## src/hdl/silencer_pkg.sv

```systemverilog
// **********************************************************************
// Shared sizes, latencies, reset defaults and state types of the
// output silencer. Imported by every design module.
// **********************************************************************

package silencer_pkg;

  // **********************************************************************
  // Sizes and latencies
  // **********************************************************************

  localparam int NUM_TRANS = 16;                  // Transducers per frame.
  localparam int IDX_W = $clog2(NUM_TRANS);
  localparam int DIV_LATENCY = 16;                // One stage per quotient bit.
  localparam int PIPE_LATENCY = DIV_LATENCY + 6;  // Input item to output item.

  // Completion-step counts after reset.
  localparam logic [15:0] DEFAULT_STEPS_INTENSITY = 16'd10;
  localparam logic [15:0] DEFAULT_STEPS_PHASE = 16'd40;

  // **********************************************************************
  // Types
  // **********************************************************************

  typedef enum logic {
    CALC_IDLE,
    CALC_RUN
  } calc_state_t;

  typedef enum logic {
    CFG_IDLE,
    CFG_ACK
  } cfg_state_t;

  typedef enum logic {
    SEL_INTENSITY,
    SEL_PHASE
  } cfg_sel_t;

endpackage

```

## src/hdl/step_divider.sv

```systemverilog
// **********************************************************************
// Pipelined 16 by 16 unsigned restoring divider.
// Takes operands every cycle, result after DIV_LATENCY cycles.
// **********************************************************************

`timescale 1ns/1ps

module step_divider
  import silencer_pkg::*;
(
  input  logic        CLK,
  input  logic        rst_n,
  input  logic [15:0] dividend,
  input  logic [15:0] divisor,
  output logic [15:0] quotient,
  output logic [15:0] remainder
);

  // Stage registers. acc holds the dividend bits still to be consumed in
  // its upper part and the quotient bits found so far in its lower part.
  logic [15:0] rem_q [DIV_LATENCY];
  logic [15:0] acc_q [DIV_LATENCY];
  logic [15:0] dsr_q [DIV_LATENCY-1];  // Last stage needs no copy.

  // Stage inputs and trial subtraction.
  logic [15:0] rem_in [DIV_LATENCY];
  logic [15:0] acc_in [DIV_LATENCY];
  logic [15:0] dsr_in [DIV_LATENCY];
  logic [16:0] trial [DIV_LATENCY];
  logic        fits [DIV_LATENCY];

  always_comb begin
    rem_in[0] = '0;
    acc_in[0] = dividend;
    dsr_in[0] = divisor;
    for (int s = 1; s < DIV_LATENCY; s++) begin
      rem_in[s] = rem_q[s-1];
      acc_in[s] = acc_q[s-1];
      dsr_in[s] = dsr_q[s-1];
    end
    for (int s = 0; s < DIV_LATENCY; s++) begin
      trial[s] = {rem_in[s], acc_in[s][15]};       // Bring down next bit.
      fits[s] = trial[s] >= {1'b0, dsr_in[s]};
    end
  end

  always_ff @(posedge CLK) begin
    if (!rst_n) begin
      for (int s = 0; s < DIV_LATENCY; s++) begin
        rem_q[s] <= '0;
        acc_q[s] <= '0;
      end
      for (int s = 0; s < DIV_LATENCY - 1; s++) begin
        dsr_q[s] <= '0;
      end
    end else begin
      for (int s = 0; s < DIV_LATENCY; s++) begin
        if (fits[s]) begin
          rem_q[s] <= 16'(trial[s] - {1'b0, dsr_in[s]});  // Restore not needed.
        end else begin
          rem_q[s] <= trial[s][15:0];
        end
        acc_q[s] <= {acc_in[s][14:0], fits[s]};
      end
      for (int s = 0; s < DIV_LATENCY - 1; s++) begin
        dsr_q[s] <= dsr_in[s];
      end
    end
  end

  assign quotient = acc_q[DIV_LATENCY-1];
  assign remainder = rem_q[DIV_LATENCY-1];

endmodule

```

## src/hdl/step_calculator.sv

```systemverilog
// **********************************************************************
// Per-transducer step calculator. Finds the change of intensity and
// phase against the stored targets, divides by the completion steps and
// spreads the remainder over later frames as update rates.
// **********************************************************************

`timescale 1ns/1ps

module step_calculator
  import silencer_pkg::*;
(
  input  logic        CLK,
  input  logic        rst_n,
  input  logic        din_valid,
  input  logic [15:0] intensity_in,
  input  logic [7:0]  phase_in,
  input  logic [15:0] steps_intensity,
  input  logic [15:0] steps_phase,
  output logic [15:0] intensity_out,
  output logic [15:0] phase_out,
  output logic [15:0] update_rate_intensity,
  output logic [15:0] update_rate_phase,
  output logic        dout_valid
);

  calc_state_t      state;
  logic             in_open;
  logic             accept;
  logic [IDX_W-1:0] in_idx, idx1, wb_idx, out_idx;
  logic [15:0]      steps_int_lat, steps_ph_lat;

  // Delay lines, element k holds the item accepted k cycles earlier.
  logic        vld [PIPE_LATENCY-1];
  logic [15:0] int_dly [PIPE_LATENCY-1];
  logic [7:0]  ph_dly [PIPE_LATENCY-1];
  logic        chg_int [DIV_LATENCY+3];
  logic        chg_ph [DIV_LATENCY+3];

  // Per-transducer state.
  logic [15:0] tgt_int [NUM_TRANS];
  logic [7:0]  tgt_ph [NUM_TRANS];
  logic [15:0] dif_int [NUM_TRANS];
  logic [7:0]  dif_ph [NUM_TRANS];
  logic [15:0] rem_int [NUM_TRANS];
  logic [15:0] rem_ph [NUM_TRANS];

  logic [15:0] adiff_int, sel_int, dvd_int;
  logic [7:0]  adiff_ph, sel_ph, fold_ph;
  logic [15:0] dvd_ph;
  logic [15:0] q_int, r_int, q_ph, r_ph;
  logic [31:0] nxt_int, nxt_ph;
  logic [15:0] rate_int, rate_ph;

  // Rate and next stored remainder, packed as {rate, remainder}.
  function automatic logic [31:0] next_rate(input logic chg, input logic [15:0] q,
                                             input logic [15:0] r, input logic [15:0] stored);
    logic [15:0] left;
    left = chg ? r : stored;
    if (left == 16'd0) begin
      return {q, 16'd0};
    end
    return {q + 16'd1, left - 16'd1};
  endfunction

  // **********************************************************************
  // Frame control
  // **********************************************************************

  assign accept = din_valid && ((state == CALC_IDLE) || in_open);

  always_ff @(posedge CLK) begin
    if (!rst_n) begin
      state <= CALC_IDLE;
      in_open <= 1'b0;
      in_idx <= '0;
    end else begin
      case (state)
        CALC_IDLE: begin
          if (din_valid) begin
            state <= CALC_RUN;
            in_open <= 1'b1;
          end
        end
        CALC_RUN: begin
          if (dout_valid && !vld[PIPE_LATENCY-2]) state <= CALC_IDLE;  // Last output.
        end
        default: state <= CALC_IDLE;
      endcase
      if (accept) begin
        in_idx <= in_idx + 1'b1;
        if (in_idx == IDX_W'(NUM_TRANS - 1)) in_open <= 1'b0;
      end
    end
  end

  always_ff @(posedge CLK) begin
    if (state == CALC_IDLE && din_valid) begin  // Held for the whole frame.
      steps_int_lat <= steps_intensity;
      steps_ph_lat <= steps_phase;
    end
  end

  always_ff @(posedge CLK) begin
    if (!rst_n) begin
      for (int k = 0; k < PIPE_LATENCY - 1; k++) vld[k] <= 1'b0;
      dout_valid <= 1'b0;
    end else begin
      vld[0] <= accept;
      for (int k = 1; k < PIPE_LATENCY - 1; k++) vld[k] <= vld[k-1];
      dout_valid <= vld[PIPE_LATENCY-2];
    end
  end

  // **********************************************************************
  // Difference, select and fold
  // **********************************************************************

  assign fold_ph = sel_ph[7] ? 8'd0 - sel_ph : sel_ph;  // Shorter way round.

  always_ff @(posedge CLK) begin
    int_dly[0] <= intensity_in;
    ph_dly[0] <= phase_in;
    for (int k = 1; k < PIPE_LATENCY - 1; k++) begin
      int_dly[k] <= int_dly[k-1];
      ph_dly[k] <= ph_dly[k-1];
    end
    idx1 <= in_idx;
    adiff_int <= (int_dly[0] >= tgt_int[idx1]) ? int_dly[0] - tgt_int[idx1]
                                               : tgt_int[idx1] - int_dly[0];
    adiff_ph <= (ph_dly[0] >= tgt_ph[idx1]) ? ph_dly[0] - tgt_ph[idx1]
                                            : tgt_ph[idx1] - ph_dly[0];
    chg_int[0] <= int_dly[0] != tgt_int[idx1];
    chg_ph[0] <= ph_dly[0] != tgt_ph[idx1];
    for (int k = 1; k < DIV_LATENCY + 3; k++) begin
      chg_int[k] <= chg_int[k-1];
      chg_ph[k] <= chg_ph[k-1];
    end
    sel_int <= chg_int[0] ? adiff_int : dif_int[wb_idx];
    sel_ph <= chg_ph[0] ? adiff_ph : dif_ph[wb_idx];
    dvd_int <= sel_int;
    dvd_ph <= {fold_ph, 8'h00};
    rate_int <= nxt_int[31:16];
    rate_ph <= nxt_ph[31:16];
    intensity_out <= int_dly[PIPE_LATENCY-2];
    phase_out <= {ph_dly[PIPE_LATENCY-2], 8'h00};
    update_rate_intensity <= rate_int;
    update_rate_phase <= rate_ph;
  end

  always_ff @(posedge CLK) begin
    if (!rst_n) begin
      wb_idx <= '0;
      for (int i = 0; i < NUM_TRANS; i++) begin
        tgt_int[i] <= '0;
        tgt_ph[i] <= '0;
        dif_int[i] <= '0;
        dif_ph[i] <= '0;
      end
    end else if (vld[1]) begin
      wb_idx <= wb_idx + 1'b1;
      if (chg_int[0]) begin
        tgt_int[wb_idx] <= int_dly[1];
        dif_int[wb_idx] <= adiff_int;
      end
      if (chg_ph[0]) begin
        tgt_ph[wb_idx] <= ph_dly[1];
        dif_ph[wb_idx] <= adiff_ph;
      end
    end
  end

  // **********************************************************************
  // Divide and remainder distribution
  // **********************************************************************

  step_divider div_intensity (
    .CLK      (CLK),
    .rst_n    (rst_n),
    .dividend (dvd_int),
    .divisor  (steps_int_lat),
    .quotient (q_int),
    .remainder(r_int)
  );

  step_divider div_phase (
    .CLK      (CLK),
    .rst_n    (rst_n),
    .dividend (dvd_ph),
    .divisor  (steps_ph_lat),
    .quotient (q_ph),
    .remainder(r_ph)
  );

  assign nxt_int = next_rate(chg_int[DIV_LATENCY+2], q_int, r_int, rem_int[out_idx]);
  assign nxt_ph = next_rate(chg_ph[DIV_LATENCY+2], q_ph, r_ph, rem_ph[out_idx]);

  always_ff @(posedge CLK) begin
    if (!rst_n) begin
      out_idx <= '0;
      for (int i = 0; i < NUM_TRANS; i++) begin
        rem_int[i] <= '0;
        rem_ph[i] <= '0;
      end
    end else if (vld[PIPE_LATENCY-3]) begin
      out_idx <= out_idx + 1'b1;
      rem_int[out_idx] <= nxt_int[15:0];
      rem_ph[out_idx] <= nxt_ph[15:0];
    end
  end

endmodule

```

## config.mk

```make
export PLATFORM = sky130hd
export DESIGN_NAME = step_calculator
export DESIGN_NICKNAME = d
export VERILOG_FILES = /design/src/hdl/silencer_pkg.sv /design/src/hdl/step_divider.sv /design/src/hdl/step_calculator.sv
export SDC_FILE = /design/constraint.sdc
export NUM_CORES = 2
export LEC_CHECK = 0
export BUFFER_PORTS_ARGS = -buffer_cell sky130_fd_sc_hd__buf_2
export CORE_UTILIZATION = 50
export DETAILED_ROUTE_END_ITERATION = 6
export PLACE_DENSITY = 0.65
export SLEW_MARGIN = 20
export SYNTH_ARGS = -nofsm -noshare
export SYNTH_HDL_FRONTEND = slang
export SYNTH_HIERARCHICAL = 1
export SYNTH_SLANG_ARGS = --single-unit
```

## constraint.sdc

```tcl
create_clock -name CLK -period 6 [get_ports CLK]
set_clock_uncertainty 0.05 [all_clocks]
set_input_delay 0.3 -clock CLK [delete_from_list [all_inputs] [get_ports CLK]]
set_output_delay 0.3 -clock CLK [all_outputs]
set_load 0.02 [all_outputs]
```

Yosys cells after proc, flatten, opt, wreduce, memory -nomap -nowiden
Memories as Yosys holds them, arrays and structs flattened. A register that Yosys moved wholly into a read port is not among the register bits.
Index checks and enable logic that the tools add are counted.
Operators by class
  $add $sub $neg: 44
  order comparisons: 34
  eq/ne operators: 3
  multiplexer cells: 398
  bitwise operators: 148
  reduce and logical (&&, ||, !) cells: 13
Operators by type and width (number)
  16-bit two-way mux: 134
  16-bit subtractor: 32
  17-bit by 16-bit greater-or-equal comparator with 1-bit output: 30
  1-bit two-way mux: 240
  1-bit bitwise OR: 147
  32-bit two-way mux: 4
  16-bit OR reduction: 4
  4-bit two-way mux: 14
  16-bit by 1-bit adder with 16-bit output, second input constant: 2
  1-bit by 16-bit greater-or-equal comparator with 1-bit output: 2
  16-bit zero test: 2
  8-bit two-way mux: 4
  1-bit by 16-bit subtractor with 16-bit output: 2
  16-bit by 1-bit subtractor with 16-bit output, second input constant: 2
  16-bit greater-or-equal comparator: 1
  16-bit inequality test: 1
  8-bit OR reduction: 2
  8-bit subtractor: 2
  4-bit by 1-bit adder with 4-bit output, second input constant: 3
  8-bit greater-or-equal comparator: 1
  8-bit inequality test: 1
  1-bit by 8-bit subtractor with 8-bit output, first input constant: 1
  7-bit two-way mux: 1
  4-bit equality test, second input constant: 1
  5 further kinds: 7
Storage, ports and cells
  bits in registers: 183
  memory bits (writable): 3347
  input port bits: 59
  output and inout bits: 65
  word-level logic and storage cells: 676
  memories kept: 17
Memories
  int_dly: words 21, width 16, rd ports 21, clocked after memory_dff 1, write ports 21, RTL line step_calculator.sv:34  | logic [15:0] int_dly [PIPE_LATENCY-1];
  dif_int: words 16, width 16, rd ports 1, clocked after memory_dff 1, write ports 16, RTL line step_calculator.sv:42  | logic [15:0] dif_int [NUM_TRANS];
  div_intensity.acc_q: words 16, width 16, rd ports 16, clocked after memory_dff 0, write ports 16, RTL line step_divider.sv:22  | logic [15:0] acc_q [DIV_LATENCY];
  div_intensity.rem_q: words 16, width 16, rd ports 16, clocked after memory_dff 0, write ports 16, RTL line step_divider.sv:21  | logic [15:0] rem_q [DIV_LATENCY];
  div_phase.acc_q: words 16, width 16, rd ports 16, clocked after memory_dff 0, write ports 16, RTL line step_divider.sv:22
  div_phase.rem_q: words 16, width 16, rd ports 16, clocked after memory_dff 0, write ports 16, RTL line step_divider.sv:21
  +11 memories

Longest topological paths before layout
An unclocked memory read counts as a cell.
  depth in word-level cells: 7
  gate-level depth with buffers: 18
  mapped depth without buffers: 13

Modules after synthesis
Netlist, hierarchy kept.
Modules (own cells, without submodules)
  step_calculator: times used 1, cells each 5039, area an instance 77760.8 sq um, seq. area each 54412.2 sq um
  step_divider (div_phase): times used 1, cells each 3693, area an instance 35978.3 sq um, seq. area each 17616.9 sq um
  step_divider (div_intensity): times used 1, cells each 3696, area an instance 35903.2 sq um, seq. area each 17616.9 sq um

Worst setup path after synthesis
Ideal clock, no wire load.
  kind: register -> register
  start: reg (tool-made name)
  end: reg adiff_int[12]
  data arrival time: 5102 ps
  required time: 5816 ps
  setup slack: 714 ps
  stages on the path, launching flop included: 17
  buffers on the path: 5
  period minus slack after synthesis: 5286 ps
  cell sequence: dfxtp_1 clkbuf_1 clkbuf_1 buf_1 mux4_2 mux4_2 ha_1 clkbuf_1 a21oi_1 o21ai_0 a221oi_1 a21boi_2 clkbuf_1 nand2_1 nand3_1 a31oi_1 or4_1
RTL lines
  end signal: assignment: RTL line step_calculator.sv:128  | adiff_int <= (int_dly[0] >= tgt_int[idx1]) ? int_dly[0] - tgt_int[idx1]
  end: declaration: RTL line step_calculator.sv:47  | logic [15:0] adiff_int, sel_int, dvd_int;

==> flow_metrics.tcl <==
set metrics [dict create \
    run_status "complete, but fails checks" \
    violations "design-rule violations" \
    cts_root_buf "clkbuf_16" \
    maxCapViolations 0 \
    worstPathMaxFanout 28 \
    ant_nets 0 \
    seq_area_frac_synth_pct 59.9 \
    hold_depth 2 \
    port_buffers 115 \
    initial_core_util_pct 50.3 \
    first_pass_iters 7 \
    yosys_warnings 6 \
    r2r_cells 12 \
    cp.depth 12 \
    drc 3 \
    max_freq_ghz 0.190 \
    p_leak_nw 66.1 \
    required_ns 6.81 \
    clock-sinks 3566 \
    synth_simple_gate_area_share_pct 14.5 \
    path_class "register to register" \
    crit_path_cell_trace "buf_4, buf_4, mux4_2, mux4_2, ha_1, o21ai_0, a31oi_1, nor2_1, mux2i_1, nor3b_1, or2_2, a211oi_1" \
    synth_top_cell_by_area "edfxtp_1" \
    coreArea_um2 297000 \
    synth_compound_area_share_pct 6.92 \
    finalCritPeriodShare_pct 87.8 \
    detail_route.iter0.violations 7523 \
    synthMuxAreaShare_pct 7.76 \
    power_frac_seq_pct 47.3 \
    place.gp.congestion 0.900 \
    power.density_nw_per_um2 354 \
    syn_area_um2 150000 \
    tritoncts "yes" \
    p_total_mw 60.0 \
    relSlewSlack_pct 19.2 \
    critPathCaptureType "register" \
    place_area_um2 156000 \
    grt_max_degree 173 \
    clk_pin_slew_ns 0.07 \
    critical_path.max_stage_delay_ns 0.78 \
    fillers 24300 \
    path_buf_inv 2 \
    grt_remaining_overflow 0 \
    synthAdderAreaFrac_pct 5.01 \
    combPwrFrac_pct 14.7 \
    synth_xor_area_share_pct 2.34 \
    vias 94200 \
    synth-edff-count 1824 \
    synth_top_area_share_pct 36.6 \
    routedWlPerCell_um 19.5 \
    finalNetCount 13800 \
    fin_crit_ns 5.27 \
    r2r_slack_ns 0.73 \
    htreeDepth 5 \
    rows 200 \
    post_cts_buffers 0 \
    p_clk_share_pct 38.0 \
    ys_types 118 \
    die_w_um 549 \
    synth_top_family_by_area "simple AND/OR/NAND/NOR gates" \
    finalSetupViolCount 0 \
    hold_viol_final 0 \
    worstMarginPinSlew_ns 1.21 \
    grt_pass1_wl_um 528000 \
    finalSetupTns_ns 0 \
    hold_class "input pin to register" \
    cts_made_buffers 365 \
    setup_slack_ns 0.735 \
    switching_power_mw 15.7 \
    syn_inst 12400 \
    die_area_um2 301000 \
    area_growth_pct 13.5 \
    cp-start-kind "register" \
    dp.cells 16600 \
    synth_ff_type "edfxtp_1" \
    synthArstFlopShare_pct 0 \
    fin_cells 17400 \
    p_int_mw 44.4 \
    drive_gt1_share_pct 10.4 \
    io_pins 124 \
    swShare_pct 26.1 \
    grt_usage_pct 22.3 \
    slew_viol_final 0 \
    viasPerCell 5.42 \
    clk_latency_ns 0.97 \
    ys_seq_elements 3566 \
    grt_setup_unrepaired "false" \
    path_delay_family "multiplexers" \
    critPathArrivalTime_ns 6.08 \
    antenna_found_initial 19 \
    die_h_um 549 \
    stdcell_area_um2 170000 \
    peakVddDrop_uv 315 \
    crit_slowest_cell "dfxtp_4" \
    dp_hpwl_um 220000 \
    yosys-top-cells-area "edfxtp_1, dfxtp_1, and2_1" \
    place_ws_ns 0.713 \
    syn-mean-instance-area_um2 12.0 \
    clockBufferDepth 4 \
    grt_pass1_vias 95300 \
    wirelength_um 339000 \
]
==> final cells by class <==
class                   count  area (um2)  share of cell area (%)
flip-flops and latches   3566       89700                    52.8
repair buffers            404        3150                    1.86
inverters                 712        2690                    1.58
multi-input cells        8086       57000                    33.6
diodes                      5        12.5                 0.00737
well taps                3939        4930                    2.90
clock inverters           143        1340                   0.788
clock buffers             529       11000                    6.49
==> logic make-up (layout without fill, tap and decap cells) <==
kind of cell / Yosys count / count (layout)
flip-flops: 3566 / 3566
other: 3 / 533
AO/OA/AOI/OAI: 1579 / 1579
buffers and inverters: 1301 / 1788
AND/OR/NAND/NOR: 4304 / 4304
adder cells (fa/ha/maj): 579 / 579
multiplexers: 700 / 700
XOR/XNOR: 396 / 396
==> state kept, by name, summed over array words and instances, names as in the netlist, 256 cells and up, named ones only <==
name	count
div_intensity/acc_q	256
div_phase/acc_q	256
dif_int	256
rem_int	256
int_dly	336
div_phase/rem_q	256
div_intensity/rem_q	256
rem_ph	256
tgt_int	256
==> through the flow <==
stage	utilization (%)	hold WS [ns]
after floorplan	-	0.260
after detailed placement	52.6	0.262
after global placement	52.6	0.260
final	57.1	0.186
after CTS	57.1	0.183
after global routing	57.1	0.164
==> layer usage <==
metal | share of wire (%) | wire [um] | global-route usage [%] | vias to the layer above
met2 | 49 | 167000 | 39.1 | 2883
met1 | 41 | 138000 | 27.8 | 46200
met4 | 3.6 | 12000 | 8.22 | 0
met3 | 6.4 | 21700 | 3.23 | 735
met5 | 0 | 0 | 0 | -
li1 | - | - | - | 44400
==> power by group through the flow <==
stage / Clock (mW) / Combinational [mW] / Sequential, mW
finish: 22.8 / 8.81 / 28.4
global route: 24.3 / 9.73 / 28.6
CTS: 23.3 / 8.74 / 28.4
detailed placement: 0 / 8.63 / 28.9
global placement: 0 / 8.43 / 28.8
floorplan: 0 / 6.85 / 28.3
==> synth_stat cells (20+ instances only) <==
cell type,instances
fa_1,34
ha_1,545
o21ai_0,285
buf_4,25
o31ai_1,33
mux2i_1,302
buf_1,26
a21o_1,185
buf_2,76
nand4_1,107
edfxtp_1,1824
and2_1,1369
nand2b_1,81
a31oi_1,60
nor2b_1,117
mux4_2,328
buf_6,20
a21boi_0,48
or3_1,51
o211ai_1,27
mux4_1,26
o221ai_1,25
a21oi_1,409
nor2_1,1615
o21bai_1,35
o22ai_1,47
mux2_2,39
a221oi_1,27
dfxtp_1,1742
o21a_1,67
a211oi_1,128
clkbuf_1,433
nand3_1,181
nor3_1,109
and3_1,41
inv_1,711
xor2_1,154
o31a_1,20
xnor2_1,239
nand2_1,461
nand3b_1,25
a211o_1,25
==> placed cells by master (no fill, tap or decap), drive strengths merged, types with 109 or more instances in the layout <==
cell         Yosys  final
nand2          463    463
nor2b          117    117
o21ai          306    306
mux4           354    354
nor2          1629   1629
nor3           113    113
dfxtp         1742   1742
conb             3    528
edfxtp        1824   1824
ha             545    545
a211oi         134    134
dlygate4sd3      0    111
clkbuf         433    529
inv            711    735
nand4          109    109
xnor2          240    240
a21o           185    185
and2          1372   1372
buf            156    293
a21oi          411    411
mux2i          306    306
xor2           156    156
nand3          183    183
==> final timing paths <==
| check | startpoint | endpoint |
|---|---|---|
| setup reg to reg | register | adiff_ph[7]$_DFF_P_ |
| hold / removal | steps_intensity[6] | steps_int_lat[6]$_DFFE_PP_ |
| hold reg to reg | int_dly[8][5]$_DFF_P_ | int_dly[9][5]$_DFF_P_ |
| setup / recovery | register | adiff_ph[7]$_DFF_P_ |
==> timing repair <==
action	4_1_cts	5_1_grt
resized for setup	0	0
hold buffers	111	0
hold endpoints to repair	120	0
No activity file was read; power rests on OpenSTA's default activity.
