File: config.mk
export PLATFORM = sky130hd
export DESIGN_NAME = silencer_config
export DESIGN_NICKNAME = d
export VERILOG_FILES = /design/src/hdl/silencer_pkg.sv /design/src/hdl/silencer_config.sv
export SDC_FILE = /design/constraint.sdc
export NUM_CORES = 1
export LEC_CHECK = 0
export BUFFER_PORTS_ARGS = -buffer_cell sky130_fd_sc_hd__buf_4
export CAP_MARGIN = 20
export CORE_ASPECT_RATIO = 0.8
export CORE_UTILIZATION = 40
export DETAILED_ROUTE_END_ITERATION = 16
export GPL_TIMING_DRIVEN = 0
export PLACE_DENSITY = 0.71
export SLEW_MARGIN = 10
export SYNTH_ARGS = -nofsm -noshare
export SYNTH_HDL_FRONTEND = slang
export SYNTH_SLANG_ARGS = --single-unit
export TNS_END_PERCENT = 20
File: constraint.sdc
create_clock -name CLK -period 1.45 [get_ports CLK]
set_clock_uncertainty 0.2 [all_clocks]
set_input_delay 0.145 -clock CLK [delete_from_list [all_inputs] [get_ports CLK]]
set_output_delay 0.145 -clock CLK [all_outputs]
set_load 0.02 [all_outputs]
File: src/hdl/silencer_pkg.sv
// **********************************************************************
// Shared sizes, latencies, reset defaults and state types of the
// output silencer. Imported by every design module.
// **********************************************************************

package silencer_pkg;

  // **********************************************************************
  // Sizes and latencies
  // **********************************************************************

  localparam int NUM_TRANS = 16;                  // Transducers per frame.
  localparam int IDX_W = $clog2(NUM_TRANS);
  localparam int DIV_LATENCY = 16;                // One stage per quotient bit.
  localparam int PIPE_LATENCY = DIV_LATENCY + 6;  // Input item to output item.

  // Completion-step counts after reset.
  localparam logic [15:0] DEFAULT_STEPS_INTENSITY = 16'd10;
  localparam logic [15:0] DEFAULT_STEPS_PHASE = 16'd40;

  // **********************************************************************
  // Types
  // **********************************************************************

  typedef enum logic {
    CALC_IDLE,
    CALC_RUN
  } calc_state_t;

  typedef enum logic {
    CFG_IDLE,
    CFG_ACK
  } cfg_state_t;

  typedef enum logic {
    SEL_INTENSITY,
    SEL_PHASE
  } cfg_sel_t;

endpackage

File: src/hdl/silencer_config.sv
// **********************************************************************
// Completion-step registers of the silencer. Software writes them
// over a four-phase req/ack port; a zero write is stored as 1.
// **********************************************************************

`timescale 1ns/1ps

module silencer_config
  import silencer_pkg::*;
(
  input  logic        CLK,
  input  logic        rst_n,
  input  logic        cfg_req,
  input  cfg_sel_t    cfg_sel,
  input  logic [15:0] cfg_data,
  output logic        cfg_ack,
  output logic [15:0] steps_intensity,
  output logic [15:0] steps_phase
);

  cfg_state_t  state;
  logic [15:0] wdata;

  assign wdata = (cfg_data == 16'd0) ? 16'd1 : cfg_data;  // Divisor never zero.
  assign cfg_ack = (state == CFG_ACK);

  always_ff @(posedge CLK) begin
    if (!rst_n) begin
      state <= CFG_IDLE;
      steps_intensity <= DEFAULT_STEPS_INTENSITY;
      steps_phase <= DEFAULT_STEPS_PHASE;
    end else begin
      case (state)
        CFG_IDLE: begin
          if (cfg_req) begin
            if (cfg_sel == SEL_PHASE) begin
              steps_phase <= wdata;
            end else begin
              steps_intensity <= wdata;
            end
            state <= CFG_ACK;  // Ack on the next clock.
          end
        end
        CFG_ACK: begin
          if (!cfg_req) state <= CFG_IDLE;  // Host has seen the ack.
        end
        default: state <= CFG_IDLE;
      endcase
    end
  end

endmodule

Word level (Yosys, flattened, before mapping)
Cells that the tools add are included.

Multiplexer cells: 2. Bitwise logic cells: 2. Reduce and logical (&&, ||, !) cells: 3.

Operator list (count): 16-bit logical NOT (1); 16-bit two-way mux (1); 3-bit AND reduction (2); 1-bit NOT (2); 1-bit two-way mux (1).

Flip-flop bits (word level): 33. Input bits: 20. Output and inout bits: 33. Logic and storage cells: 10.

Depth between registers and ports, before layout
Gate-level depths: netlist (run 1).

Depth in word-level cells: 2. Gate-level depth with buffers: 5. Gate-level depth less buffers: 3.

Worst setup path before layout (run 1)
OpenSTA, ideal clock, no wires.

Kind: register -> register. From: register state (netlist: cfg_ack). To: register steps_phase[0]. Setup time: 126 ps. Arrival: 1178 ps. Required time: 1124 ps. Setup slack: -55 ps. Cell stages (with the launch flop): 6. Buffers on the path: 2. Period minus slack after synthesis: 1505 ps. Cell sequence: dfxtp_1 -> and3b_2 -> buf_4 -> buf_6 -> o21ai_0 -> a21oi_1.

Longest elaborated chain between the ends: 2.

Ends and longest elaborated chain: from (decl) (RTL line silencer_config.sv:21) `cfg_state_t state;`; from (signal assigned) (RTL line silencer_config.sv:29) `state <= CFG_IDLE;`; from (signal assigned) (RTL line silencer_config.sv:41) `state <= CFG_ACK;`; from (signal assigned) (RTL line silencer_config.sv:45) `if (!cfg_req) state <= CFG_IDLE;`; 1-bit NOT; 3-bit AND reduction (no line); to (signal assigned) (RTL line silencer_config.sv:37) `steps_phase <= wdata;`; to (decl) (RTL line silencer_config.sv:18) `output logic [15:0] steps_phase`.

No other way between the ends. A chain may end at the register's enable or synchronous reset.

Final worst setup path (run 1)
From: register state (netlist: cfg_ack). To: register steps_phase[8].

Same word-level chain as after synthesis.

==> run_summary.xml, run 1 <==
<?xml version="1.0" encoding="UTF-8"?>
<metrics>
  <group name="sta">
    <metric name="slew_violations" unit="">0</metric>
    <metric name="final.period_utilization" unit="">0.969</metric>
    <metric name="min_period" unit="ns">1.41</metric>
    <metric name="hold_viol_final" unit="">1</metric>
    <metric name="max_freq" unit="MHz">711</metric>
    <metric name="tightest_slew" unit="ns">0.381</metric>
    <metric name="maxSlewHeadroom" unit="">0.746</metric>
    <metric name="setup_violations" unit="">0</metric>
    <metric name="timing.hold.ws" unit="ns">-0.0101</metric>
    <metric name="postLayoutSetupSlackWorst" unit="ns">0.0443</metric>
  </group>
  <group name="die">
    <metric name="core" unit="µm²">2890</metric>
    <metric name="die_height" unit="µm">52.6</metric>
    <metric name="row_count" unit="">17</metric>
    <metric name="die_area" unit="µm²">3430</metric>
    <metric name="ios" unit="">53</metric>
    <metric name="chipWidth" unit="µm">65.2</metric>
    <metric name="floorplan.initialDensity" unit="">0.442</metric>
  </group>
  <group name="worst_setup_path">
    <metric name="crit_path_class" unit="">reg -&gt; reg</metric>
    <metric name="crit_path_max_fo" unit="">10</metric>
    <metric name="required_time_of_the_critical_path" unit="ns">1.44</metric>
    <metric name="startpoint_type" unit="">flip-flop</metric>
    <metric name="cp_data_arrival_time" unit="ns">1.40</metric>
    <metric name="reg2reg_to" unit="">steps_phase[8]</metric>
    <metric name="worst_r2r_path_depth" unit="">4</metric>
    <metric name="timing.critical_path.to_type" unit="">flip-flop</metric>
    <metric name="crit-reg2reg-launch" unit="">cfg_ack</metric>
    <metric name="rrSetupSlack" unit="ns">0.04</metric>
  </group>
  <group name="power">
    <metric name="finalPower" unit="µW">1970</metric>
    <metric name="static-leakage-power" unit="µW">0.000879</metric>
    <metric name="vdd_drop_max" unit="µV">584</metric>
    <metric name="pwr_density_cell" unit="nW/µm²">957</metric>
  </group>
  <group name="worst_hold_path">
    <metric name="worst_hold_path_type" unit="">in -&gt; reg</metric>
    <metric name="hold_start" unit="">cfg_sel</metric>
    <metric name="whs_endpoint" unit="">steps_intensity[15]</metric>
    <metric name="hold_path_depth" unit="">4</metric>
  </group>
  <group name="detailed_routing">
    <metric name="drt-initial-drc-count" unit="">84</metric>
    <metric name="route.detailed.wl_per_inst" unit="µm">13.8</metric>
    <metric name="antenna_left" unit="">0</metric>
    <metric name="drt-total-wl" unit="mm">3.64</metric>
    <metric name="drt-pass1-iter-count" unit="">4</metric>
    <metric name="viasPerCell" unit="">5.00</metric>
    <metric name="drc" unit="">0</metric>
    <metric name="overall_via_count_from_detail_route" unit="">1314</metric>
  </group>
  <group name="final_layout">
    <metric name="multiInputGateArea" unit="µm²">604</metric>
    <metric name="drive_gt1_frac" unit="">0.364</metric>
    <metric name="insertedDiodeCount" unit="">0</metric>
    <metric name="num-fill-cells" unit="">250</metric>
    <metric name="fin_cells" unit="">263</metric>
    <metric name="area_growth" unit="%">60.8</metric>
    <metric name="register_area" unit="µm²">664</metric>
    <metric name="utilization" unit="">0.711</metric>
    <metric name="nNetsFinal" unit="">246</metric>
  </group>
  <group name="synthesis">
    <metric name="synth_sequential_area_ratio" unit="">0.517</metric>
    <metric name="synth.distinct_cells" unit="">20</metric>
    <metric name="yosys_register_bits" unit="">33</metric>
    <metric name="post_synth_inst_count" unit="">146</metric>
    <metric name="synth.yosys.warnings" unit="">0</metric>
    <metric name="syn_avg_cell_area" unit="µm²">8.76</metric>
    <metric name="netlist_area" unit="µm²">1280</metric>
    <metric name="postSynthNetCount" unit="">166</metric>
  </group>
  <group name="clock_tree">
    <metric name="cts_num_sinks" unit="">33</metric>
    <metric name="postCtsHoldBufs" unit="">18</metric>
    <metric name="cts_max_path_buffers" unit="">2</metric>
    <metric name="htreeDepth" unit="">2</metric>
    <metric name="clk-insertion-delay-late" unit="ns">0.27</metric>
    <metric name="clock-root-buffer" unit="">sky130_fd_sc_hd__clkbuf_8</metric>
    <metric name="cts.clk_slew.worst_paths" unit="ns">0.06</metric>
    <metric name="cts_tree" unit="">yes</metric>
    <metric name="cts_made_buffers" unit="">5</metric>
  </group>
  <group name="placed_design">
    <metric name="detailedPlacementHpwl" unit="mm">2.47</metric>
    <metric name="pre_cts_ws" unit="ns">-0.0266</metric>
    <metric name="gp_routability_congestion" unit="">0.788</metric>
    <metric name="portBuffers" unit="">52</metric>
    <metric name="placedCellCount" unit="">236</metric>
  </group>
  <group name="flow_run">
    <metric name="cap_viol_max_count" unit="">0</metric>
  </group>
  <group name="global_route">
    <metric name="initial_antenna_violation_count" unit="">0</metric>
    <metric name="grt_pass1_vias" unit="">1252</metric>
    <metric name="globalRoute.totalOverflow" unit="">0</metric>
    <metric name="grt_start_max_net_pins" unit="">11</metric>
    <metric name="grtUsageTotal" unit="">0.229</metric>
    <metric name="grt_first_pass_wirelength" unit="mm">5.69</metric>
  </group>
  <group name="status">
    <metric name="violated_checks" unit="">hold timing</metric>
    <metric name="status" unit="">finished with violations</metric>
  </group>
</metrics>
## cells in the final DEF (no fill, tap or decap), drive strengths merged, types with 2 or more instances in the layout
cell type,n
nand3,4
buf,61
o21ai,2
nor4,3
clkbuf,8
dfxtp,33
nand2,60
dlygate4sd3,18
a21oi,2
a21boi,26
## cell type report
type,count,share of cell area
timing repair buffer,74,0.292
sequential,33,0.323
clock buffer,5,0.0335
tap,38,0.0231
buffer,8,0.0316
multi-input combinational,104,0.294
clock inverter,1,0.00243
## per-stage QoR
step	area, µm²	setup TNS, ns
2_1_floorplan	1280	0
3_3_place_gp	1720	-0.00176
3_5_place_dp	1720	-0.0559
4_1_cts	2010	-0.000884
5_1_grt	2060	-0.00965
6_report	2060	0
## sequential cells by signal (all words and copies together), names as in the netlist
| signal | cells |
|---|---|
| cfg_ack | 1 |
| steps_intensity | 16 |
| steps_phase | 16 |
## kinds of logic after synthesis
logic type / count (synthesis) / share of synthesized area
DFF: 33 / 0.517
AOI/OAI and AO/OA: 31 / 0.175
buffers and inverters: 9 / 0.0567
and+or+nand+nor: 73 / 0.251
## where the power goes
part	internal (µW)	switching (µW)	leakage (µW)
logic	186	184	0.000569
clock network	315	305	0.0000399
registers	949	26.8	0.000270
## critical path: stages, from the launching register on
cell and delay, ns:
sky130_fd_sc_hd__dfxtp_4 0.38, sky130_fd_sc_hd__nand3b_1 0.24, sky130_fd_sc_hd__buf_4 0.23, sky130_fd_sc_hd__nand2_1 0.08
sky130_fd_sc_hd__a21boi_0 0.20
## how the worst max path moves through the flow
| stage | endpoint | cells after the start | slack [ns] | from |
|---|---|---|---|---|
| 5_1_grt | steps_phase[0] | 5 | -0.01 | cfg_data[13] |
| 6_report | steps_phase[8] | 4 | 0.04 | cfg_ack |
| 2_1_floorplan | steps_intensity[1] | 5 | 0.003 | cfg_ack |
| 3_5_place_dp | steps_intensity[1] | 5 | -0.03 | cfg_ack |
| 4_1_cts | steps_intensity[3] | 5 | -0.0009 | cfg_ack |
| 3_3_place_gp | steps_intensity[3] | 5 | -0.002 | cfg_ack |
## synthesized netlist by cell type, drive strengths merged
master / n / area [µm²]
nor3: 1 / 5.00
a21boi: 26 / 195
nor3b: 1 / 18.8
a41oi: 1 / 8.76
nand3b: 1 / 7.51
nor4: 3 / 18.8
a21oi: 2 / 10.0
o21ai: 2 / 10.0
buf: 6 / 61.3
clkbuf: 3 / 11.3
nand2: 60 / 225
or3b: 1 / 8.76
and3b: 1 / 10.0
and2: 1 / 7.51
nand3: 4 / 20.0
dfxtp: 33 / 661
## routing by layer
layer	share of wire	global-route usage
met1	0.44	0.286
met4	0.0069	0.0833
met5	0	0
met3	0.068	0.0522
met2	0.49	0.385
## repair_timing
action	CTS	global route
hold endpoints to repair	33	1
resized for setup	6	16
buffers inserted	2	2
pin swaps	3	4
endpoints found under the setup margin	5	20
Power figures use the tool's default switching activity.
==> run 2, diff against run 1 <==
--- a/config.mk
+++ b/config.mk
@@ -7,8 +7,10 @@
 export LEC_CHECK = 0
 export BUFFER_PORTS_ARGS = -buffer_cell sky130_fd_sc_hd__buf_4
 export CAP_MARGIN = 20
-export CORE_ASPECT_RATIO = 0.8
+export CORE_ASPECT_RATIO = 0.75
+export CORE_MARGIN = 3
 export CORE_UTILIZATION = 40
+export CTS_CLUSTER_DIAMETER = 30
 export DETAILED_ROUTE_END_ITERATION = 16
 export GPL_TIMING_DRIVEN = 0
 export PLACE_DENSITY = 0.71
==> run 2 against run 1 <==
The run now ends clean. Critical path depth stayed put. Global-route usage down 2.2 points. Sequential power hardly changed. Register-to-register slack barely moved. Cell count grew 2.3%. Count of clock-buffer cells in the layout up 2. Fmax down 1.1%. Critical path type is now in -> reg.
==> run_summary.xml, run 2 (same netlist as run 1, synthesis figures left out) <==
<?xml version="1.0" encoding="UTF-8"?>
<metrics>
  <group name="die">
    <metric name="row_count" unit="">17</metric>
    <metric name="floorplan.initialDensity" unit="">0.426</metric>
    <metric name="ios" unit="">53</metric>
    <metric name="die_area" unit="µm²">3920</metric>
    <metric name="core" unit="µm²">3000</metric>
    <metric name="die_height" unit="µm">55.0</metric>
    <metric name="chipWidth" unit="µm">71.3</metric>
  </group>
  <group name="status">
    <metric name="status" unit="">finished, final reports clean</metric>
  </group>
  <group name="final_layout">
    <metric name="utilization" unit="">0.707</metric>
    <metric name="fin_cells" unit="">269</metric>
    <metric name="num-fill-cells" unit="">220</metric>
    <metric name="nNetsFinal" unit="">251</metric>
    <metric name="top_library_cells_by_usage_in_the_layout_fill_and_taps_aside" unit="">61 x sky130_fd_sc_hd__buf_4, 57 x sky130_fd_sc_hd__nand2_1, 32 x sky130_fd_sc_hd__dfxtp_1</metric>
    <metric name="drive_gt1_frac" unit="">0.368</metric>
    <metric name="insertedDiodeCount" unit="">0</metric>
    <metric name="area_growth" unit="%">65.9</metric>
    <metric name="most_common_cell_after_layout_fill_and_taps_aside" unit="">sky130_fd_sc_hd__buf_4</metric>
  </group>
  <group name="detailed_routing">
    <metric name="drt-pass1-iter-count" unit="">4</metric>
    <metric name="drc" unit="">0</metric>
    <metric name="antenna_left" unit="">0</metric>
    <metric name="viasPerCell" unit="">4.93</metric>
    <metric name="drt-total-wl" unit="mm">3.94</metric>
    <metric name="route.detailed.wl_per_inst" unit="µm">14.6</metric>
    <metric name="drt-initial-drc-count" unit="">93</metric>
    <metric name="overall_via_count_from_detail_route" unit="">1326</metric>
  </group>
  <group name="worst_setup_path">
    <metric name="cp-startpoint" unit="">rst_n</metric>
    <metric name="rrSetupSlack" unit="ns">0.05</metric>
    <metric name="required_time_of_the_critical_path" unit="ns">1.44</metric>
    <metric name="crit_path_class" unit="">in -&gt; reg</metric>
    <metric name="reg2reg_to" unit="">steps_intensity[1]</metric>
    <metric name="crit-reg2reg-launch" unit="">cfg_ack</metric>
    <metric name="worst_r2r_path_depth" unit="">4</metric>
    <metric name="startpoint_type" unit="">primary input</metric>
    <metric name="slowest_stage" unit="">sky130_fd_sc_hd__dlygate4sd3_1</metric>
    <metric name="path_buf_inv" unit="">3</metric>
    <metric name="critical-path-max-stage-delay" unit="ns">0.52</metric>
    <metric name="critical_path.top_delay_family" unit="">buffers and inverters</metric>
    <metric name="crit_path_max_fo" unit="">10</metric>
    <metric name="timing.critical_path.cells" unit="">dlygate4sd3_1 -&gt; buf_4 -&gt; clkbuf_1 -&gt; a21boi_0</metric>
    <metric name="timing.critical_path.to_type" unit="">flip-flop</metric>
    <metric name="cp_data_arrival_time" unit="ns">1.41</metric>
  </group>
  <group name="sta">
    <metric name="fin_tns_setup" unit="ns">0</metric>
    <metric name="final.period_utilization" unit="">0.980</metric>
    <metric name="setup_violations" unit="">0</metric>
    <metric name="min_period" unit="ns">1.42</metric>
    <metric name="tightest_slew" unit="ns">0.423</metric>
    <metric name="hold_viol_final" unit="">0</metric>
    <metric name="slew_violations" unit="">0</metric>
    <metric name="max_freq" unit="MHz">704</metric>
    <metric name="maxSlewHeadroom" unit="">0.718</metric>
    <metric name="rsz0062_at_grt" unit="">true</metric>
  </group>
  <group name="worst_hold_path">
    <metric name="whs_endpoint" unit="">steps_phase[0]</metric>
    <metric name="worst_hold_path_type" unit="">in -&gt; reg</metric>
    <metric name="hold_path_depth" unit="">4</metric>
    <metric name="hold_start" unit="">cfg_data[1]</metric>
  </group>
  <group name="placed_design">
    <metric name="portBuffers" unit="">52</metric>
    <metric name="placedCellCount" unit="">236</metric>
    <metric name="gp_routability_congestion" unit="">0.782</metric>
    <metric name="detailedPlacementHpwl" unit="mm">2.55</metric>
  </group>
  <group name="power">
    <metric name="pwr_density_cell" unit="nW/µm²">964</metric>
    <metric name="finalPower" unit="µW">2050</metric>
    <metric name="static-leakage-power" unit="µW">0.000915</metric>
    <metric name="vdd_drop_max" unit="µV">573</metric>
  </group>
  <group name="global_route">
    <metric name="grt_start_max_net_pins" unit="">11</metric>
    <metric name="grt_first_pass_wirelength" unit="mm">5.97</metric>
    <metric name="grtUsageTotal" unit="">0.207</metric>
    <metric name="globalRoute.totalOverflow" unit="">0</metric>
    <metric name="grt_pass1_vias" unit="">1313</metric>
    <metric name="initial_antenna_violation_count" unit="">0</metric>
  </group>
  <group name="clock_tree">
    <metric name="cts_tree" unit="">yes</metric>
    <metric name="clock-root-buffer" unit="">sky130_fd_sc_hd__clkbuf_8</metric>
    <metric name="clk-insertion-delay-late" unit="ns">0.27</metric>
    <metric name="cts_made_buffers" unit="">5</metric>
    <metric name="cts_num_sinks" unit="">33</metric>
    <metric name="cts_max_path_buffers" unit="">2</metric>
    <metric name="cts.clk_slew.worst_paths" unit="ns">0.06</metric>
    <metric name="htreeDepth" unit="">2</metric>
  </group>
  <group name="flow_run">
    <metric name="cap_viol_max_count" unit="">0</metric>
  </group>
</metrics>
==> run 2: timing repair <==
| item | 4_1_cts | 5_1_grt |
|---|---|---|
| pin swaps | 1 | 1 |
| gates resized for setup | 8 | 12 |
| setup buffers | 2 | 6 |
| endpoints found under the hold margin | 33 | 0 |
| cloned | 1 | 0 |
| hold buffers | 18 | 0 |
| setup endpoints to repair | 4 | 29 |
==> run 2: layout make-up <==
cell class              instances  area (µm²)  area share
clock buffers                   7        86.3      0.0407
repair buffers                 79         658       0.310
plain buffers                   8        65.1      0.0307
flip-flops and latches         33         664       0.313
well taps                      38        47.5      0.0224
multi-input cells             104         599       0.283
==> run 2: where the power goes <==
part	internal [µW]	leakage [µW]	switching, µW
Combinational	199	0.000600	192
Sequential	950	0.000270	25.3
Clock	376	0.0000443	303
==> run 2: metal layers <==
layer  share of wire  vias up  global-route usage
li1                -      651                   -
met1            0.42      624               0.237
met2            0.49       47               0.358
met3           0.080        4              0.0812
met4          0.0063        0              0.0719
met5               0        -                   0
==> run 2: metrics by stage <==
stage	area [µm²]	hold slack, ns	setup slack (ns)
2_1_floorplan	1280	0.0692	0.00309
3_3_place_gp	1720	0.178	-0.00479
3_5_place_dp	1720	0.187	-0.0306
4_1_cts	2040	0.00804	-0.00806
5_1_grt	2120	0.109	-0.0541
6_report	2120	0.0857	0.0290
==> run 2: worst max path at each step <==
stage,slack [ns],cells after the start,end
final,0.03,4,steps_phase[15]
after detailed placement,-0.03,5,steps_intensity[3]
after global placement,-0.005,5,steps_intensity[3]
after floorplan,0.003,5,steps_intensity[1]
after CTS,-0.008,5,steps_intensity[3]
after global routing,-0.05,5,steps_intensity[0]
==> run 2: worst reg2reg max path, stage by stage (launching register included) <==
cell and delay [ns]:
sky130_fd_sc_hd__dfxtp_4 0.35, sky130_fd_sc_hd__or3b_4 0.44, sky130_fd_sc_hd__buf_8 0.16, sky130_fd_sc_hd__nand2_1 0.06, sky130_fd_sc_hd__nand3_1 0.07
==> run 3, diff against run 2 <==
--- a/config.mk
+++ b/config.mk
@@ -5,15 +5,17 @@
 export SDC_FILE = /design/constraint.sdc
 export NUM_CORES = 1
 export LEC_CHECK = 0
+export ABC_AREA = 1
 export BUFFER_PORTS_ARGS = -buffer_cell sky130_fd_sc_hd__buf_4
 export CAP_MARGIN = 20
 export CORE_ASPECT_RATIO = 0.75
 export CORE_MARGIN = 3
 export CORE_UTILIZATION = 40
 export CTS_CLUSTER_DIAMETER = 30
+export CTS_CLUSTER_SIZE = 28
 export DETAILED_ROUTE_END_ITERATION = 16
 export GPL_TIMING_DRIVEN = 0
-export PLACE_DENSITY = 0.71
+export PLACE_DENSITY = 0.72
 export SLEW_MARGIN = 10
 export SYNTH_ARGS = -nofsm -noshare
 export SYNTH_HDL_FRONTEND = slang
==> run 3 against run 2 <==
Sequential power barely moved. Via count decreased by 0.23%. Area after synthesis down 4.1%. Register-to-register slack better by 0.02 ns.
==> run_summary.xml, run 3 <==
<?xml version="1.0" encoding="UTF-8"?>
<metrics>
  <group name="worst_setup_path">
    <metric name="cp_data_arrival_time" unit="ns">1.35</metric>
    <metric name="rrSetupSlack" unit="ns">0.07</metric>
    <metric name="slowest_stage" unit="">sky130_fd_sc_hd__dfxtp_1</metric>
    <metric name="crit-reg2reg-launch" unit="">cfg_ack</metric>
    <metric name="worst_r2r_path_depth" unit="">4</metric>
    <metric name="critical-path-max-stage-delay" unit="ns">0.35</metric>
    <metric name="crit_path_class" unit="">reg -&gt; reg</metric>
    <metric name="reg2reg_to" unit="">steps_intensity[15]</metric>
    <metric name="timing.critical_path.to_type" unit="">flip-flop</metric>
    <metric name="crit_path_max_fo" unit="">10</metric>
    <metric name="required_time_of_the_critical_path" unit="ns">1.42</metric>
    <metric name="timing.critical_path.cells" unit="">nor3_2 -&gt; buf_6 -&gt; buf_4 -&gt; a21oi_1</metric>
    <metric name="startpoint_type" unit="">flip-flop</metric>
  </group>
  <group name="clock_tree">
    <metric name="cts.clk_slew.worst_paths" unit="ns">0.07</metric>
    <metric name="htreeDepth" unit="">2</metric>
    <metric name="clk-insertion-delay-late" unit="ns">0.29</metric>
    <metric name="cts_made_buffers" unit="">5</metric>
    <metric name="cts_post_setup_buffers_inserted" unit="">0</metric>
    <metric name="clock-root-buffer" unit="">sky130_fd_sc_hd__clkbuf_8</metric>
    <metric name="cts_num_sinks" unit="">33</metric>
    <metric name="cts_max_path_buffers" unit="">2</metric>
    <metric name="cts_tree" unit="">yes</metric>
  </group>
  <group name="global_route">
    <metric name="grt_pass1_vias" unit="">1324</metric>
    <metric name="grt_first_pass_wirelength" unit="mm">6.10</metric>
    <metric name="grt_start_max_net_pins" unit="">11</metric>
    <metric name="globalRoute.totalOverflow" unit="">0</metric>
    <metric name="initial_antenna_violation_count" unit="">0</metric>
    <metric name="grtUsageTotal" unit="">0.216</metric>
  </group>
  <group name="placed_design">
    <metric name="portBuffers" unit="">52</metric>
    <metric name="detailedPlacementHpwl" unit="mm">2.60</metric>
    <metric name="gp_routability_congestion" unit="">0.810</metric>
    <metric name="placedCellCount" unit="">241</metric>
    <metric name="pre_cts_ws" unit="ns">0.0693</metric>
  </group>
  <group name="synthesis">
    <metric name="post_synth_inst_count" unit="">153</metric>
    <metric name="syn_avg_cell_area" unit="µm²">8.01</metric>
    <metric name="synth_compound_gate_area_share" unit="">0.222</metric>
    <metric name="synthTopCellsByArea" unit="">sky130_fd_sc_hd__dfxtp_1 54%, sky130_fd_sc_hd__a21oi_1 11%, sky130_fd_sc_hd__o21ai_1 5.7%</metric>
    <metric name="dominantRegCellSynth" unit="">sky130_fd_sc_hd__dfxtp_1</metric>
    <metric name="muxShareOfSynthArea" unit="">0</metric>
    <metric name="yosys_register_bits" unit="">33</metric>
    <metric name="synth.distinct_cells" unit="">17</metric>
    <metric name="post_synth_and_or_nand_nor_area_fraction" unit="">0.124</metric>
    <metric name="synth.top_cells.by_count" unit="">33 x sky130_fd_sc_hd__dfxtp_1, 26 x sky130_fd_sc_hd__a21oi_1, 18 x sky130_fd_sc_hd__inv_1</metric>
    <metric name="postSynthNetCount" unit="">173</metric>
    <metric name="yosys.cell_count.top_type" unit="">sky130_fd_sc_hd__dfxtp_1</metric>
    <metric name="synth-edff-count" unit="">0</metric>
    <metric name="synth_top_cell_area_share" unit="">0.539</metric>
    <metric name="yosys.area_share.xor_xnor" unit="">0</metric>
    <metric name="synth_sequential_area_ratio" unit="">0.539</metric>
    <metric name="largest_family_of_logic_cells_by_synthesized_area" unit="">compound AO/OA/AOI/OAI gates</metric>
    <metric name="synthAdderAreaFrac" unit="">0</metric>
    <metric name="netlist_area" unit="µm²">1230</metric>
    <metric name="asyncSetResetFlopFracSynth" unit="">0</metric>
    <metric name="synth.yosys.warnings" unit="">0</metric>
    <metric name="netlist.top_cell.by_area" unit="">sky130_fd_sc_hd__dfxtp_1</metric>
  </group>
  <group name="sta">
    <metric name="final.period_utilization" unit="">0.949</metric>
    <metric name="hold_viol_final" unit="">0</metric>
    <metric name="min_period" unit="ns">1.38</metric>
    <metric name="tightest_slew" unit="ns">0.207</metric>
    <metric name="postLayoutSetupSlackWorst" unit="ns">0.0734</metric>
    <metric name="max_freq" unit="MHz">726</metric>
    <metric name="timing.hold.ws" unit="ns">0.0994</metric>
    <metric name="fin_tns_setup" unit="ns">0</metric>
    <metric name="setup_violations" unit="">0</metric>
    <metric name="slew_violations" unit="">0</metric>
    <metric name="maxSlewHeadroom" unit="">0.861</metric>
  </group>
  <group name="power">
    <metric name="static-leakage-power" unit="µW">0.000990</metric>
    <metric name="pwr_density_cell" unit="nW/µm²">1160</metric>
    <metric name="vdd_drop_max" unit="µV">958</metric>
  </group>
  <group name="die">
    <metric name="row_count" unit="">16</metric>
    <metric name="core" unit="µm²">2760</metric>
    <metric name="floorplan.initialDensity" unit="">0.444</metric>
    <metric name="chipWidth" unit="µm">69.9</metric>
    <metric name="die_area" unit="µm²">3770</metric>
    <metric name="ios" unit="">53</metric>
    <metric name="die_height" unit="µm">54.0</metric>
  </group>
  <group name="detailed_routing">
    <metric name="antenna_left" unit="">0</metric>
    <metric name="drt-initial-drc-count" unit="">44</metric>
    <metric name="drt-total-wl" unit="mm">3.70</metric>
    <metric name="route.detailed.wl_per_inst" unit="µm">13.8</metric>
    <metric name="drc" unit="">0</metric>
    <metric name="overall_via_count_from_detail_route" unit="">1323</metric>
    <metric name="viasPerCell" unit="">4.94</metric>
    <metric name="drt-pass1-iter-count" unit="">4</metric>
  </group>
  <group name="worst_hold_path">
    <metric name="hold_start" unit="">cfg_req</metric>
    <metric name="worst_hold_path_type" unit="">in -&gt; reg</metric>
    <metric name="hold_path_depth" unit="">6</metric>
    <metric name="whs_endpoint" unit="">steps_phase[5]</metric>
  </group>
  <group name="final_layout">
    <metric name="top_library_cells_by_usage_in_the_layout_fill_and_taps_aside" unit="">54 x sky130_fd_sc_hd__buf_4, 33 x sky130_fd_sc_hd__dfxtp_1, 26 x sky130_fd_sc_hd__a21oi_1</metric>
    <metric name="insertedDiodeCount" unit="">0</metric>
    <metric name="drive_gt1_frac" unit="">0.319</metric>
    <metric name="most_common_cell_after_layout_fill_and_taps_aside" unit="">sky130_fd_sc_hd__buf_4</metric>
    <metric name="nNetsFinal" unit="">251</metric>
    <metric name="area_growth" unit="%">61.3</metric>
    <metric name="fin_cells" unit="">268</metric>
    <metric name="utilization" unit="">0.716</metric>
  </group>
  <group name="status">
    <metric name="status" unit="">finished, final reports clean</metric>
  </group>
  <group name="flow_run">
    <metric name="cap_viol_max_count" unit="">0</metric>
  </group>
</metrics>
[run 3: cell count changes after synthesis, moves of 9 or more]
cell / previous run / this run
sky130_fd_sc_hd__o21ai_0: 2 / 13
sky130_fd_sc_hd__nand2_1: 60 / 14
sky130_fd_sc_hd__a21boi_0: 17 / 0
sky130_fd_sc_hd__a21boi_1: 9 / 0
sky130_fd_sc_hd__o21ai_1: 0 / 14
sky130_fd_sc_hd__nor2_1: 0 / 14
sky130_fd_sc_hd__inv_1: 0 / 18
sky130_fd_sc_hd__a21oi_1: 2 / 26
[run 3: repair_timing]
item                       CTS  global route
resized for setup            0             8
hold endpoints to repair    33             0
setup endpoints to repair    0            24
hold buffers                19             0
[run 3: logic make-up (layout without fill, tap and decap cells)]
logic type             Yosys count  after routing
AOI/OAI and AO/OA               54             54
and+or+nand+nor                 36             36
DFF                             33             33
buffers and inverters           30            109
[run 3: cell type report]
class	count	area [µm²]
Inverter	21	78.8
Clock buffer	7	86.3
Tap cell	36	45.0
Sequential cell	33	661
Buffer	9	68.8
Timing Repair Buffer	71	583
Multi-Input combinational cell	90	425
Clock inverter	1	30.0
Fill cell	235	785
[run 3: critical path: cells and delay by family (launching register included)]
family	cells	cell delay, ns
AND/OR/NAND/NOR	1	0.25
flip-flops	1	0.35
buffers and inverters	2	0.37
AO/OA/AOI/OAI	1	0.09
[run 3: per-stage QoR]
| step | total power (µW) | instance area (µm²) |
|---|---|---|
| finish | 2290 | 1980 |
| global route | 2390 | 1980 |
| CTS | 2310 | 1970 |
| detailed placement | 1380 | 1660 |
| global placement | 1370 | 1660 |
| floorplan | 1200 | 1230 |
[run 3: power by group]
group	internal, µW	switching [µW]
clock	560	328
sequential	966	34.2
combinational	193	213
total	1720	575
[run 3: per-layer routing]
metal  routed length, µm  track usage
met1                1630        0.257
met3                 257       0.0709
met4                  55       0.0860
met2                1760        0.371
met5                   0            0
[run 3: worst max-delay path by stage]
stage | start | endpoint | slack (ns)
after floorplan | cfg_ack | steps_phase[0] | 0.13
after global placement | cfg_ack | steps_intensity[12] | 0.12
after detailed placement | cfg_ack | steps_intensity[15] | 0.07
after CTS | rst_n | steps_phase[12] | 0.02
after global routing | cfg_ack | steps_intensity[15] | -0.02
final | cfg_ack | steps_intensity[15] | 0.07
